==> config.mk <==
export PLATFORM = sky130hd
export DESIGN_NAME = cp15Top
export DESIGN_NICKNAME = d
export VERILOG_FILES = /design/src/source/cp15Pkg.sv /design/src/source/cp15ReqIf.sv /design/src/source/cp15RspIf.sv /design/src/source/cp15Decode.sv /design/src/source/cp15RegFile.sv /design/src/source/cp15Respond.sv /design/src/source/cp15Top.sv
export SDC_FILE = /design/constraint.sdc
export NUM_CORES = 1
export LEC_CHECK = 0
export BUFFER_PORTS_ARGS = -buffer_cell sky130_fd_sc_hd__buf_2
export CORE_MARGIN = 2
export CORE_UTILIZATION = 54
export CTS_CLUSTER_DIAMETER = 150
export DETAILED_ROUTE_END_ITERATION = 10
export PLACE_DENSITY = 0.81
export SETUP_SLACK_MARGIN = 0.02
export SYNTH_ARGS = -nofsm -noshare
export SYNTH_HDL_FRONTEND = slang
export SYNTH_SLANG_ARGS = --single-unit
==> constraint.sdc <==
create_clock -name clk -period 3.1 [get_ports clk]
set_input_delay 0.155 -clock clk [delete_from_list [all_inputs] [get_ports clk]]
set_output_delay 0.155 -clock clk [all_outputs]
set_load 0.005 [all_outputs]
==> src/source/cp15Pkg.sv <==
package cp15Pkg;

  // ******************************************************************
  // Field widths
  // ******************************************************************

  localparam int dataWidth    = 32;
  localparam int crnWidth     = 4;
  localparam int opcode2Width = 3;
  localparam int crmWidth     = 4;
  localparam int addrWidth    = crnWidth + opcode2Width + crmWidth;
  localparam int maintWidth   = 6;

  // One register per CRn value
  localparam int numRegs = 1 << crnWidth;

  // ******************************************************************
  // Types
  // ******************************************************************

  typedef logic [dataWidth-1:0]    cp15Data;
  typedef logic [crnWidth-1:0]     crIndex;
  typedef logic [opcode2Width-1:0] opcode2Field;
  typedef logic [crmWidth-1:0]     crmField;

  // Address is {CRn, opcode_2, CRm} from the top bit down
  typedef logic [addrWidth-1:0] cp15Addr;

  // {flushI, flushD, cleanI, cleanD, tlbFlushI, tlbFlushD}
  typedef logic [maintWidth-1:0] maintFlags;

  // ******************************************************************
  // Register numbers
  // ******************************************************************

  localparam crIndex crId      = 4'd0;
  localparam crIndex crControl = 4'd1;
  localparam crIndex crTbase   = 4'd2;
  localparam crIndex crCache   = 4'd7;
  localparam crIndex crTlb     = 4'd8;

endpackage

==> src/source/cp15ReqIf.sv <==
// Registered transfer from decode to the register file
interface cp15ReqIf;

  logic                 valid;
  logic                 write;
  logic                 fromMmu;
  cp15Pkg::crIndex      crn;
  cp15Pkg::opcode2Field opcode2;
  cp15Pkg::crmField     crm;
  cp15Pkg::cp15Data     wdata;

  modport driver (
    output valid,
    output write,
    output fromMmu,
    output crn,
    output opcode2,
    output crm,
    output wdata
  );

  modport execute (
    input valid,
    input write,
    input fromMmu,
    input crn,
    input opcode2,
    input crm,
    input wdata
  );

endinterface

==> src/source/cp15RspIf.sv <==
// Register file response, one cycle per accepted transfer
interface cp15RspIf;

  logic                 valid;
  logic                 write;
  logic                 fromMmu;
  cp15Pkg::cp15Data     rdata;
  cp15Pkg::crIndex      crn;
  cp15Pkg::opcode2Field opcode2;
  cp15Pkg::crmField     crm;

  modport driver (
    output valid,
    output write,
    output fromMmu,
    output rdata,
    output crn,
    output opcode2,
    output crm
  );

  modport result (
    input valid,
    input write,
    input fromMmu,
    input rdata,
    input crn,
    input opcode2,
    input crm
  );

endinterface

==> src/source/cp15Decode.sv <==
module cp15Decode (
  input  logic             clk,
  input  logic             reset,
  input  logic             cpuCyc,
  input  logic             cpuStb,
  input  logic             cpuWe,
  input  cp15Pkg::cp15Addr cpuAdr,
  input  cp15Pkg::cp15Data cpuDatW,
  input  logic             mmuCyc,
  input  logic             mmuStb,
  input  logic             mmuWe,
  input  cp15Pkg::cp15Addr mmuAdr,
  input  cp15Pkg::cp15Data mmuDatW,
  input  logic             cpuAck,
  input  logic             mmuAck,
  cp15ReqIf.driver         req
);

  logic             cpuBusy;
  logic             mmuBusy;
  logic             mmuTake;
  logic             cpuTake;
  cp15Pkg::cp15Addr selAdr;
  cp15Pkg::cp15Data selDatW;
  logic             selWe;

  // ******************************************************************
  // Arbitration
  // ******************************************************************

  // MMU has fixed priority and a losing CPU just keeps stb high
  assign mmuTake = mmuCyc & mmuStb & ~mmuBusy;
  assign cpuTake = cpuCyc & cpuStb & ~cpuBusy & ~mmuTake;

  assign selAdr  = mmuTake ? mmuAdr  : cpuAdr;
  assign selDatW = mmuTake ? mmuDatW : cpuDatW;
  assign selWe   = mmuTake ? mmuWe   : cpuWe;

  // A port stays busy from acceptance until its ack has been seen
  always_ff @(posedge clk) begin
    if (reset) begin
      cpuBusy <= 1'b0;
      mmuBusy <= 1'b0;
    end else begin
      if (cpuTake) begin
        cpuBusy <= 1'b1;
      end else if (cpuAck) begin
        cpuBusy <= 1'b0;
      end
      if (mmuTake) begin
        mmuBusy <= 1'b1;
      end else if (mmuAck) begin
        mmuBusy <= 1'b0;
      end
    end
  end

  // ******************************************************************
  // Request register
  // ******************************************************************

  always_ff @(posedge clk) begin
    if (reset) begin
      req.valid <= 1'b0;
    end else begin
      req.valid <= mmuTake | cpuTake;
    end
  end

  always_ff @(posedge clk) begin
    if (mmuTake | cpuTake) begin
      req.write                      <= selWe;
      req.fromMmu                    <= mmuTake;
      {req.crn, req.opcode2, req.crm} <= selAdr;
      req.wdata                      <= selDatW;
    end
  end

endmodule

==> src/source/cp15RegFile.sv <==
module cp15RegFile #(
  parameter cp15Pkg::cp15Data idCode = '0
) (
  input  logic             clk,
  input  logic             reset,
  cp15ReqIf.execute        req,
  cp15RspIf.driver         rsp,
  output cp15Pkg::cp15Data control,
  output cp15Pkg::cp15Data tbase
);

  cp15Pkg::cp15Data rf [cp15Pkg::numRegs];
  logic             wrEn;

  // ******************************************************************
  // Register storage
  // ******************************************************************

  // c0 is the ID register and ignores writes
  assign wrEn = req.valid & req.write & (req.crn != cp15Pkg::crId);

  always_ff @(posedge clk) begin
    if (reset) begin
      for (int i = 0; i < cp15Pkg::numRegs; i++) begin
        rf[i] <= '0;
      end
      rf[cp15Pkg::crId] <= idCode;
    end else if (wrEn) begin
      rf[req.crn] <= req.wdata;
    end
  end

  // ******************************************************************
  // Read and pass-through to result
  // ******************************************************************

  // Read is combinational so result can register it with the write
  assign rsp.valid   = req.valid;
  assign rsp.write   = req.write;
  assign rsp.fromMmu = req.fromMmu;
  assign rsp.rdata   = rf[req.crn];
  assign rsp.crn     = req.crn;
  assign rsp.opcode2 = req.opcode2;
  assign rsp.crm     = req.crm;

  // Control and translation base feed the MMU and caches directly
  assign control = rf[cp15Pkg::crControl];
  assign tbase   = rf[cp15Pkg::crTbase];

endmodule

==> src/source/cp15Respond.sv <==
module cp15Respond (
  input  logic               clk,
  input  logic               reset,
  cp15RspIf.result           rsp,
  output logic               cpuAck,
  output logic               mmuAck,
  output cp15Pkg::cp15Data   cpuDatR,
  output cp15Pkg::cp15Data   mmuDatR,
  output cp15Pkg::maintFlags maint
);

  // {flushI, flushD, cleanI, cleanD}
  logic [3:0]         cacheOp;
  // {tlbFlushI, tlbFlushD}
  logic [1:0]         tlbOp;
  logic               maintWrite;
  cp15Pkg::maintFlags maintNext;

  // ******************************************************************
  // Maintenance decode
  // ******************************************************************

  // Only writes with opcode_2 of 0 or 1 trigger maintenance
  assign maintWrite = rsp.valid & rsp.write & (rsp.opcode2[2:1] == 2'b00);

  always_comb begin
    cacheOp = 4'b0000;
    tlbOp   = 2'b00;
    if (maintWrite && rsp.crn == cp15Pkg::crCache) begin
      case (rsp.crm)
        4'd7:    cacheOp = 4'b1100;
        4'd5:    cacheOp = 4'b1000;
        4'd6:    cacheOp = 4'b0100;
        4'd11:   cacheOp = 4'b0011;
        4'd10:   cacheOp = 4'b0001;
        4'd15:   cacheOp = 4'b1111;
        4'd14:   cacheOp = 4'b0101;
        default: cacheOp = 4'b0000;
      endcase
    end
    if (maintWrite && rsp.crn == cp15Pkg::crTlb) begin
      case (rsp.crm)
        4'd7:    tlbOp = 2'b11;
        4'd5:    tlbOp = 2'b10;
        4'd6:    tlbOp = 2'b01;
        default: tlbOp = 2'b00;
      endcase
    end
  end

  assign maintNext = {cacheOp, tlbOp};

  // ******************************************************************
  // Acknowledge and read data
  // ******************************************************************

  // Pulses line up with the ack of the write that caused them
  always_ff @(posedge clk) begin
    if (reset) begin
      cpuAck <= 1'b0;
      mmuAck <= 1'b0;
      maint  <= '0;
    end else begin
      cpuAck <= rsp.valid & ~rsp.fromMmu;
      mmuAck <= rsp.valid & rsp.fromMmu;
      maint  <= maintNext;
    end
  end

  // Each port keeps its last read data until its next transfer
  always_ff @(posedge clk) begin
    if (rsp.valid && !rsp.fromMmu) begin
      cpuDatR <= rsp.rdata;
    end
    if (rsp.valid && rsp.fromMmu) begin
      mmuDatR <= rsp.rdata;
    end
  end

endmodule

==> src/source/cp15Top.sv <==
module cp15Top #(
  parameter cp15Pkg::cp15Data idCode = 32'h69052d00
) (
  input  logic             clk,
  input  logic             reset,
  // CPU port, MCR and MRC transfers
  input  logic             cpuCyc,
  input  logic             cpuStb,
  input  logic             cpuWe,
  input  cp15Pkg::cp15Addr cpuAdr,
  input  cp15Pkg::cp15Data cpuDatW,
  output cp15Pkg::cp15Data cpuDatR,
  output logic             cpuAck,
  // MMU port, table walk accesses
  input  logic             mmuCyc,
  input  logic             mmuStb,
  input  logic             mmuWe,
  input  cp15Pkg::cp15Addr mmuAdr,
  input  cp15Pkg::cp15Data mmuDatW,
  output cp15Pkg::cp15Data mmuDatR,
  output logic             mmuAck,
  // System control outputs
  output cp15Pkg::cp15Data control,
  output cp15Pkg::cp15Data tbase,
  output logic             flushI,
  output logic             flushD,
  output logic             cleanI,
  output logic             cleanD,
  output logic             tlbFlushI,
  output logic             tlbFlushD
);

  cp15Pkg::maintFlags maint;

  cp15ReqIf reqBus ();
  cp15RspIf rspBus ();

  cp15Decode decodeStage (
    .clk     (clk),
    .reset   (reset),
    .cpuCyc  (cpuCyc),
    .cpuStb  (cpuStb),
    .cpuWe   (cpuWe),
    .cpuAdr  (cpuAdr),
    .cpuDatW (cpuDatW),
    .mmuCyc  (mmuCyc),
    .mmuStb  (mmuStb),
    .mmuWe   (mmuWe),
    .mmuAdr  (mmuAdr),
    .mmuDatW (mmuDatW),
    .cpuAck  (cpuAck),
    .mmuAck  (mmuAck),
    .req     (reqBus.driver)
  );

  cp15RegFile #(.idCode(idCode)) regFile (
    .clk     (clk),
    .reset   (reset),
    .req     (reqBus.execute),
    .rsp     (rspBus.driver),
    .control (control),
    .tbase   (tbase)
  );

  cp15Respond respondStage (
    .clk     (clk),
    .reset   (reset),
    .rsp     (rspBus.result),
    .cpuAck  (cpuAck),
    .mmuAck  (mmuAck),
    .cpuDatR (cpuDatR),
    .mmuDatR (mmuDatR),
    .maint   (maint)
  );

  assign {flushI, flushD, cleanI, cleanD, tlbFlushI, tlbFlushD} = maint;

endmodule

# Word level (Yosys, flattened, before mapping)
# Memories as Yosys holds them, arrays and structs flattened. A register that Yosys moved wholly into a read port is not among the register bits.
# Cells that the tools add are included.
# op_classes
n_reduce_logical,12
n_mux,19
eq_ne,9
n_bitwise,18
# op_table
op,n
$mux W32,3
$reduce_or A32 Y1,1
$pmux W4 S7,1
$eq A4 B4 Y1 const B,5
$eq A4 B3 Y1 const B,4
$mux W1,11
$mux W11,1
$and A1 B1 Y1,10
$mux W4,2
$not A1 Y1,6
$pmux W2 S3,1
$logic_and A1 B1 Y1,4
$reduce_bool A2 Y1,2
$reduce_bool A4 Y1,1
$reduce_or A2 Y1,2
$logic_not A2 Y1,1
$or A1 B1 Y1,2
$logic_not A1 Y1,1
# word_totals
word_cells,74
output_inout_bits,136
ff_bits,120
input_bits,94
ram_bits,512
memories,1
# mem_list
name,words,width,rd,rd_clocked_by_memory_dff,write_ports,line_no,text
regFile.rf,16,32,3,1,16,cp15RegFile.sv:12,cp15Pkg::cp15Data rf [cp15Pkg::numRegs];

# Longest topological paths before layout
# logic_depth
depth_word,7
ltp_mapped,6
depth_no_buf,3

# Cells and area by module
# A second synthesis with hierarchy kept.
# unflattened
hier_cells,1707
hier_area_um2,26359.0
# modules_own_cells
mod,cells_each,instances,seq_area_each_um2,area_each_um2
cp15RegFile,1507,1,15374.7,22039.9
cp15Respond,93,1,2082.0,2233.4
cp15Decode,107,1,1411.4,2085.8

# Worst setup path after synthesis
# No wires, ideal clock.
# synth_path
path_kind,register -> register
start,register decodeStage.cpuBusy
end,register (tool-made name)
path_buffers,0
path_stages_with_launch,3
required_ns,2.974
t_arrival_ns,2.956
slack_ns,0.018
setup_time_ns,0.126
synth_period_minus_slack_ns,3.082
path_cell_list,dfxtp_1 > o21ai_1 > mux2_2
# synth_lines
item,line_no,text
"start, declared",cp15Decode.sv:19,logic cpuBusy;
"start signal, assigned",cp15Decode.sv:42,cpuBusy <= 1'b0;
"start signal, assigned",cp15Decode.sv:46,cpuBusy <= 1'b1;
"start signal, assigned",cp15Decode.sv:48,cpuBusy <= 1'b0;

==> results by stage <==
Cells and area:
- The relative area change from synthesis to final layout is 19.3%.
- Cells fill 65.4% of the core in the end.
- The share of cells above drive strength 1 is 27.1%.
- The net total in the final layout is 2142.

Worst setup path:
- Among all stages on the critical path, the largest delay is contributed by sky130_fd_sc_hd__dlygate4sd3_1.
- In this design, the largest share of critical-path delay is due to buffers and inverters.
- Along the worst path, the maximum fanout reaches 31.
- Data on the critical path arrives at its endpoint at 2820 ps.
- The required time at the worst-slack endpoint is 3610 ps.
- The most prevalent standard cell on the critical path is sky130_fd_sc_hd__mux2_2.
- Walking the worst path, the cells encountered are nand3b_1, buf_4, mux2_2, dlygate4sd3_1, mux2_2.
- In this design, the stage delay of the slowest critical-path cell is 610 ps.
- The critical path is of the reg2reg type.
- The number of buffers and inverters on the critical path is 2.
- STA classifies the critical path endpoint as a flop.
- The type of element launching the critical path is a flop.

Timing:
- The tightest slew margin relative to the limit is 35.7%.
- The final clock period utilization by the worst path is 74.7%.
- The slew at the pin closest to its max-slew limit is 964 ps.
- The number of hold violations in the final report is 0.
- The maximum operating frequency is 432 MHz.
- Setup repair after global routing left no endpoint under its margin.
- Clock skew on the completed layout was measured at 29.6 ps.
- The sum of negative setup slack is 0 ps.
- Setup violations remaining at the end of the flow were counted as 0.
- The clock period minus final worst setup slack is 2310 ps.
- The number of pins with negative max-slew slack in the final report was 0.

Global route:
- The first global-routing pass estimated 101 mm of wire.
- The overall global routing resource usage is 27.2%.
- The number of global-route vias before repair is 17400.
- The initial antenna violation count was 2.
- The leftover overflow at the end of global routing is 0.
- The maximum number of pins on one net before global-route repair is 69.

Synthesis:
- The synthesized instance count is 1704.
- Sorting the synthesized cells by how often they occur yields sky130_fd_sc_hd__edfxtp_1, sky130_fd_sc_hd__nor2_1, sky130_fd_sc_hd__nand2_1, sky130_fd_sc_hd__mux4_2, sky130_fd_sc_hd__a22oi_1.
- After synthesis, the netlist uses 32 different library cells.
- The share of async-settable or async-resettable flops after synthesis is 0%.
- After synthesis, the largest area contributor takes up 71.0% of total cell area.
- The share of synthesized area occupied by flip-flops and latches is 72.2%.
- The synthesized design spends more area on one cell type than any other, namely sky130_fd_sc_hd__edfxtp_1.
- The count of warnings emitted by yosys is 0.
- The netlist area before placement is 26200 um^2.
- The most repeated cell in the gate-level netlist after synthesis is sky130_fd_sc_hd__edfxtp_1.
- The number of enable flip-flop cells after synthesis is 620.
- The most used flip-flop cell after synthesis is sky130_fd_sc_hd__edfxtp_1.
- After synthesis, the mean cell area works out to 15.4 um^2.
- By area the synthesized netlist is led by sky130_fd_sc_hd__edfxtp_1, sky130_fd_sc_hd__mux4_2, sky130_fd_sc_hd__nor2_1.
- The synthesized design contains 635 register bits.

CTS:
- The clock reaches the later pin of the worst-skew pair after 640 ps.
- The clock transition at the registers of the reported paths is 60 ps.
- The total setup buffers inserted after CTS is 0.
- The deepest clock path buffer count is 3.
- The tree is rooted in a sky130_fd_sc_hd__clkbuf_16.
- The H-tree was split into 2 levels.
- In this run, CTS created clock tree buffers numbering 61.
- TritonCTS built the clock tree.
- CTS saw 635 sinks.

Detailed routing:
- After detailed routing, the average wire length per cell comes to 24.8 um.
- The total DRC errors in the routed layout is 0.
- The detailed router's first-iteration violation count is 2195.
- In this run the remaining antenna-violating nets after routing total 0.
- The first-pass iteration count of the detailed router is 5.
- Summed over all layers, the routed wires come to 67.3 mm.
- The number of vias per cell after detailed routing is 6.06.
- Across all layers, the routed design uses 16400 vias.

Job:
- Across the run, the number of max-cap violations was 0.

Floorplanning:
- In this run the horizontal extent of the chip is 224 um.
- Measured along the y axis, the die boundary spans 224 um.
- The area of the placeable core is 47800 um^2.
- The die covers 50300 um^2.
- During I/O placement, the number of pins put on the boundary was 230.
- Once the floorplan was initialized, standard cells occupied 54.8% of the core.
- The initialized floorplan defines 80 standard-cell rows.

Power and ir drop:
- The analysis attributes to cell leakage a power of 11.1 nW.
- The worst-case IR drop observed on VDD is 0.000476 V.
- The ratio of total power to cell area is 616 nW/um^2.
- Total power for the finished layout comes to 0.0193 W.

Min path:
- In this run the worst hold path is classified as in2reg.

Place:
- Routability-driven placement finished with a final weighted congestion of 0.746.
- The count of buffers inserted at the top-level ports is 227.
- Once detailed placement completed, the half-perimeter wirelength came to 39.1 mm.

Run status:
- The flow ran to the end, and the final reports show no timing, DRC or antenna violations.
what timing repair did:
| action | in CTS | in global routing |
|---|---|---|
| gates resized for setup | 0 | 0 |
| hold buffers | 88 | 0 |
| hold endpoints to repair | 48 | 0 |
state kept, by name, indices dropped and copies added, names as in the netlist, named ones only:
register,flops
respondStage.cpuDatR,32
regFile.rf,512
respondStage.mmuDatR,32
decodeStage.req.valid,1
decodeStage.req.write,1
decodeStage.req.wdata,32
decodeStage.req.crn,4
decodeStage.req.fromMmu,1
respondStage.mmuAck,1
decodeStage.req.opcode2,2
respondStage.maint,6
decodeStage.req.crm,4
respondStage.cpuAck,1
decodeStage.cpuBusy,1
decodeStage.mmuBusy,1
metrics by stage:
step / cells / instance area [um^2] / setup slack, ps / hold slack, ps
final: 2709 / 31300 / 785 / 125
after CTS: 2707 / 31300 / 782 / 110
after global routing: 2709 / 31300 / 662 / 173
after global placement: 2512 / 28500 / 887 / 457
after floorplan: 1734 / 26300 / 810 / 375
after detailed placement: 2512 / 28500 / 805 / 460
worst reg2reg max path: stages (launching register included):
cell and delay (ps):
sky130_fd_sc_hd__dfxtp_1 330, sky130_fd_sc_hd__nand3b_1 130, sky130_fd_sc_hd__buf_4 420, sky130_fd_sc_hd__mux2_2 430, sky130_fd_sc_hd__dlygate4sd3_1 610, sky130_fd_sc_hd__mux2_2 280
cells in the final DEF, fill, tap and decap left out, types with 2 or more instances in the layout:
cell type / instances
sky130_fd_sc_hd__buf_2: 227
sky130_fd_sc_hd__and2_2: 3
sky130_fd_sc_hd__nor3b_1: 2
sky130_fd_sc_hd__nand4_1: 2
sky130_fd_sc_hd__clkbuf_16: 61
sky130_fd_sc_hd__nand2_1: 163
sky130_fd_sc_hd__nor2_4: 2
sky130_fd_sc_hd__buf_12: 24
sky130_fd_sc_hd__dfxtp_1: 13
sky130_fd_sc_hd__mux2_2: 47
sky130_fd_sc_hd__nor2_1: 486
sky130_fd_sc_hd__clkinvlp_4: 3
sky130_fd_sc_hd__and2_1: 2
sky130_fd_sc_hd__nor4_1: 2
sky130_fd_sc_hd__nor2b_4: 5
sky130_fd_sc_hd__bufinv_16: 5
sky130_fd_sc_hd__dlygate4sd3_1: 88
sky130_fd_sc_hd__clkbuf_1: 11
sky130_fd_sc_hd__clkinv_2: 5
sky130_fd_sc_hd__nand2b_1: 4
sky130_fd_sc_hd__inv_16: 2
sky130_fd_sc_hd__dfxtp_4: 2
sky130_fd_sc_hd__a21oi_1: 2
sky130_fd_sc_hd__clkinv_1: 18
sky130_fd_sc_hd__inv_1: 4
sky130_fd_sc_hd__nand3b_1: 5
sky130_fd_sc_hd__diode_2: 2
sky130_fd_sc_hd__conb_1: 32
sky130_fd_sc_hd__buf_4: 33
sky130_fd_sc_hd__a21o_2: 15
sky130_fd_sc_hd__edfxtp_1: 620
sky130_fd_sc_hd__a22oi_1: 64
sky130_fd_sc_hd__mux4_2: 128
where the power goes:
part	internal, W	switching (W)	total [W]
registers	0.00985	0.000204	0.0101
logic	0.000872	0.00115	0.00202
clock network	0.00402	0.00317	0.00719
total	0.0147	0.00452	0.0193
cells by family (layout without fill, tap and decap cells):
kind of cell    after synthesis  in the layout  synth area share [%]
compound gates               83             83                  2.35
buf+inv                     125            483                  2.20
flops                       635            635                  72.2
mux                         175            175                  13.0
other cells                   2             34                0.0287
simple gates                684            684                  10.2
area by class of cell:
| cell class | count | area (um^2) |
|---|---|---|
| flip-flops and latches | 635 | 18900 |
| fillers | 3164 | 16600 |
| multi-input cells | 974 | 6920 |
| repair buffers | 372 | 2750 |
| clock buffers | 72 | 1570 |
| well taps | 615 | 769 |
| clock inverters | 35 | 325 |
| inverters | 4 | 15.0 |
| diodes | 2 | 5.00 |
final timing paths:
path | to | start | depth (start not counted) | slack, ps
setup / recovery | flop | decodeStage.mmuBusy$_SDFFE_PP0P_ | 5 | 790
hold / removal | decodeStage.mmuBusy$_SDFFE_PP0P_ | mmuCyc | 4 | 130
setup reg to reg | flop | decodeStage.mmuBusy$_SDFFE_PP0P_ | 5 | 790
hold reg to reg | decodeStage.mmuBusy$_SDFFE_PP0P_ | decodeStage.mmuBusy$_SDFFE_PP0P_ | 2 | 480
routing by layer:
metal	GRT usage (%)	wire (um)	share of wire (%)
met5	0	0	0
met4	10.6	2310	3.4
met3	5.21	6740	10
met2	46.9	34400	51
met1	34.4	23900	35
No activity file was read; power rests on OpenSTA's default activity.
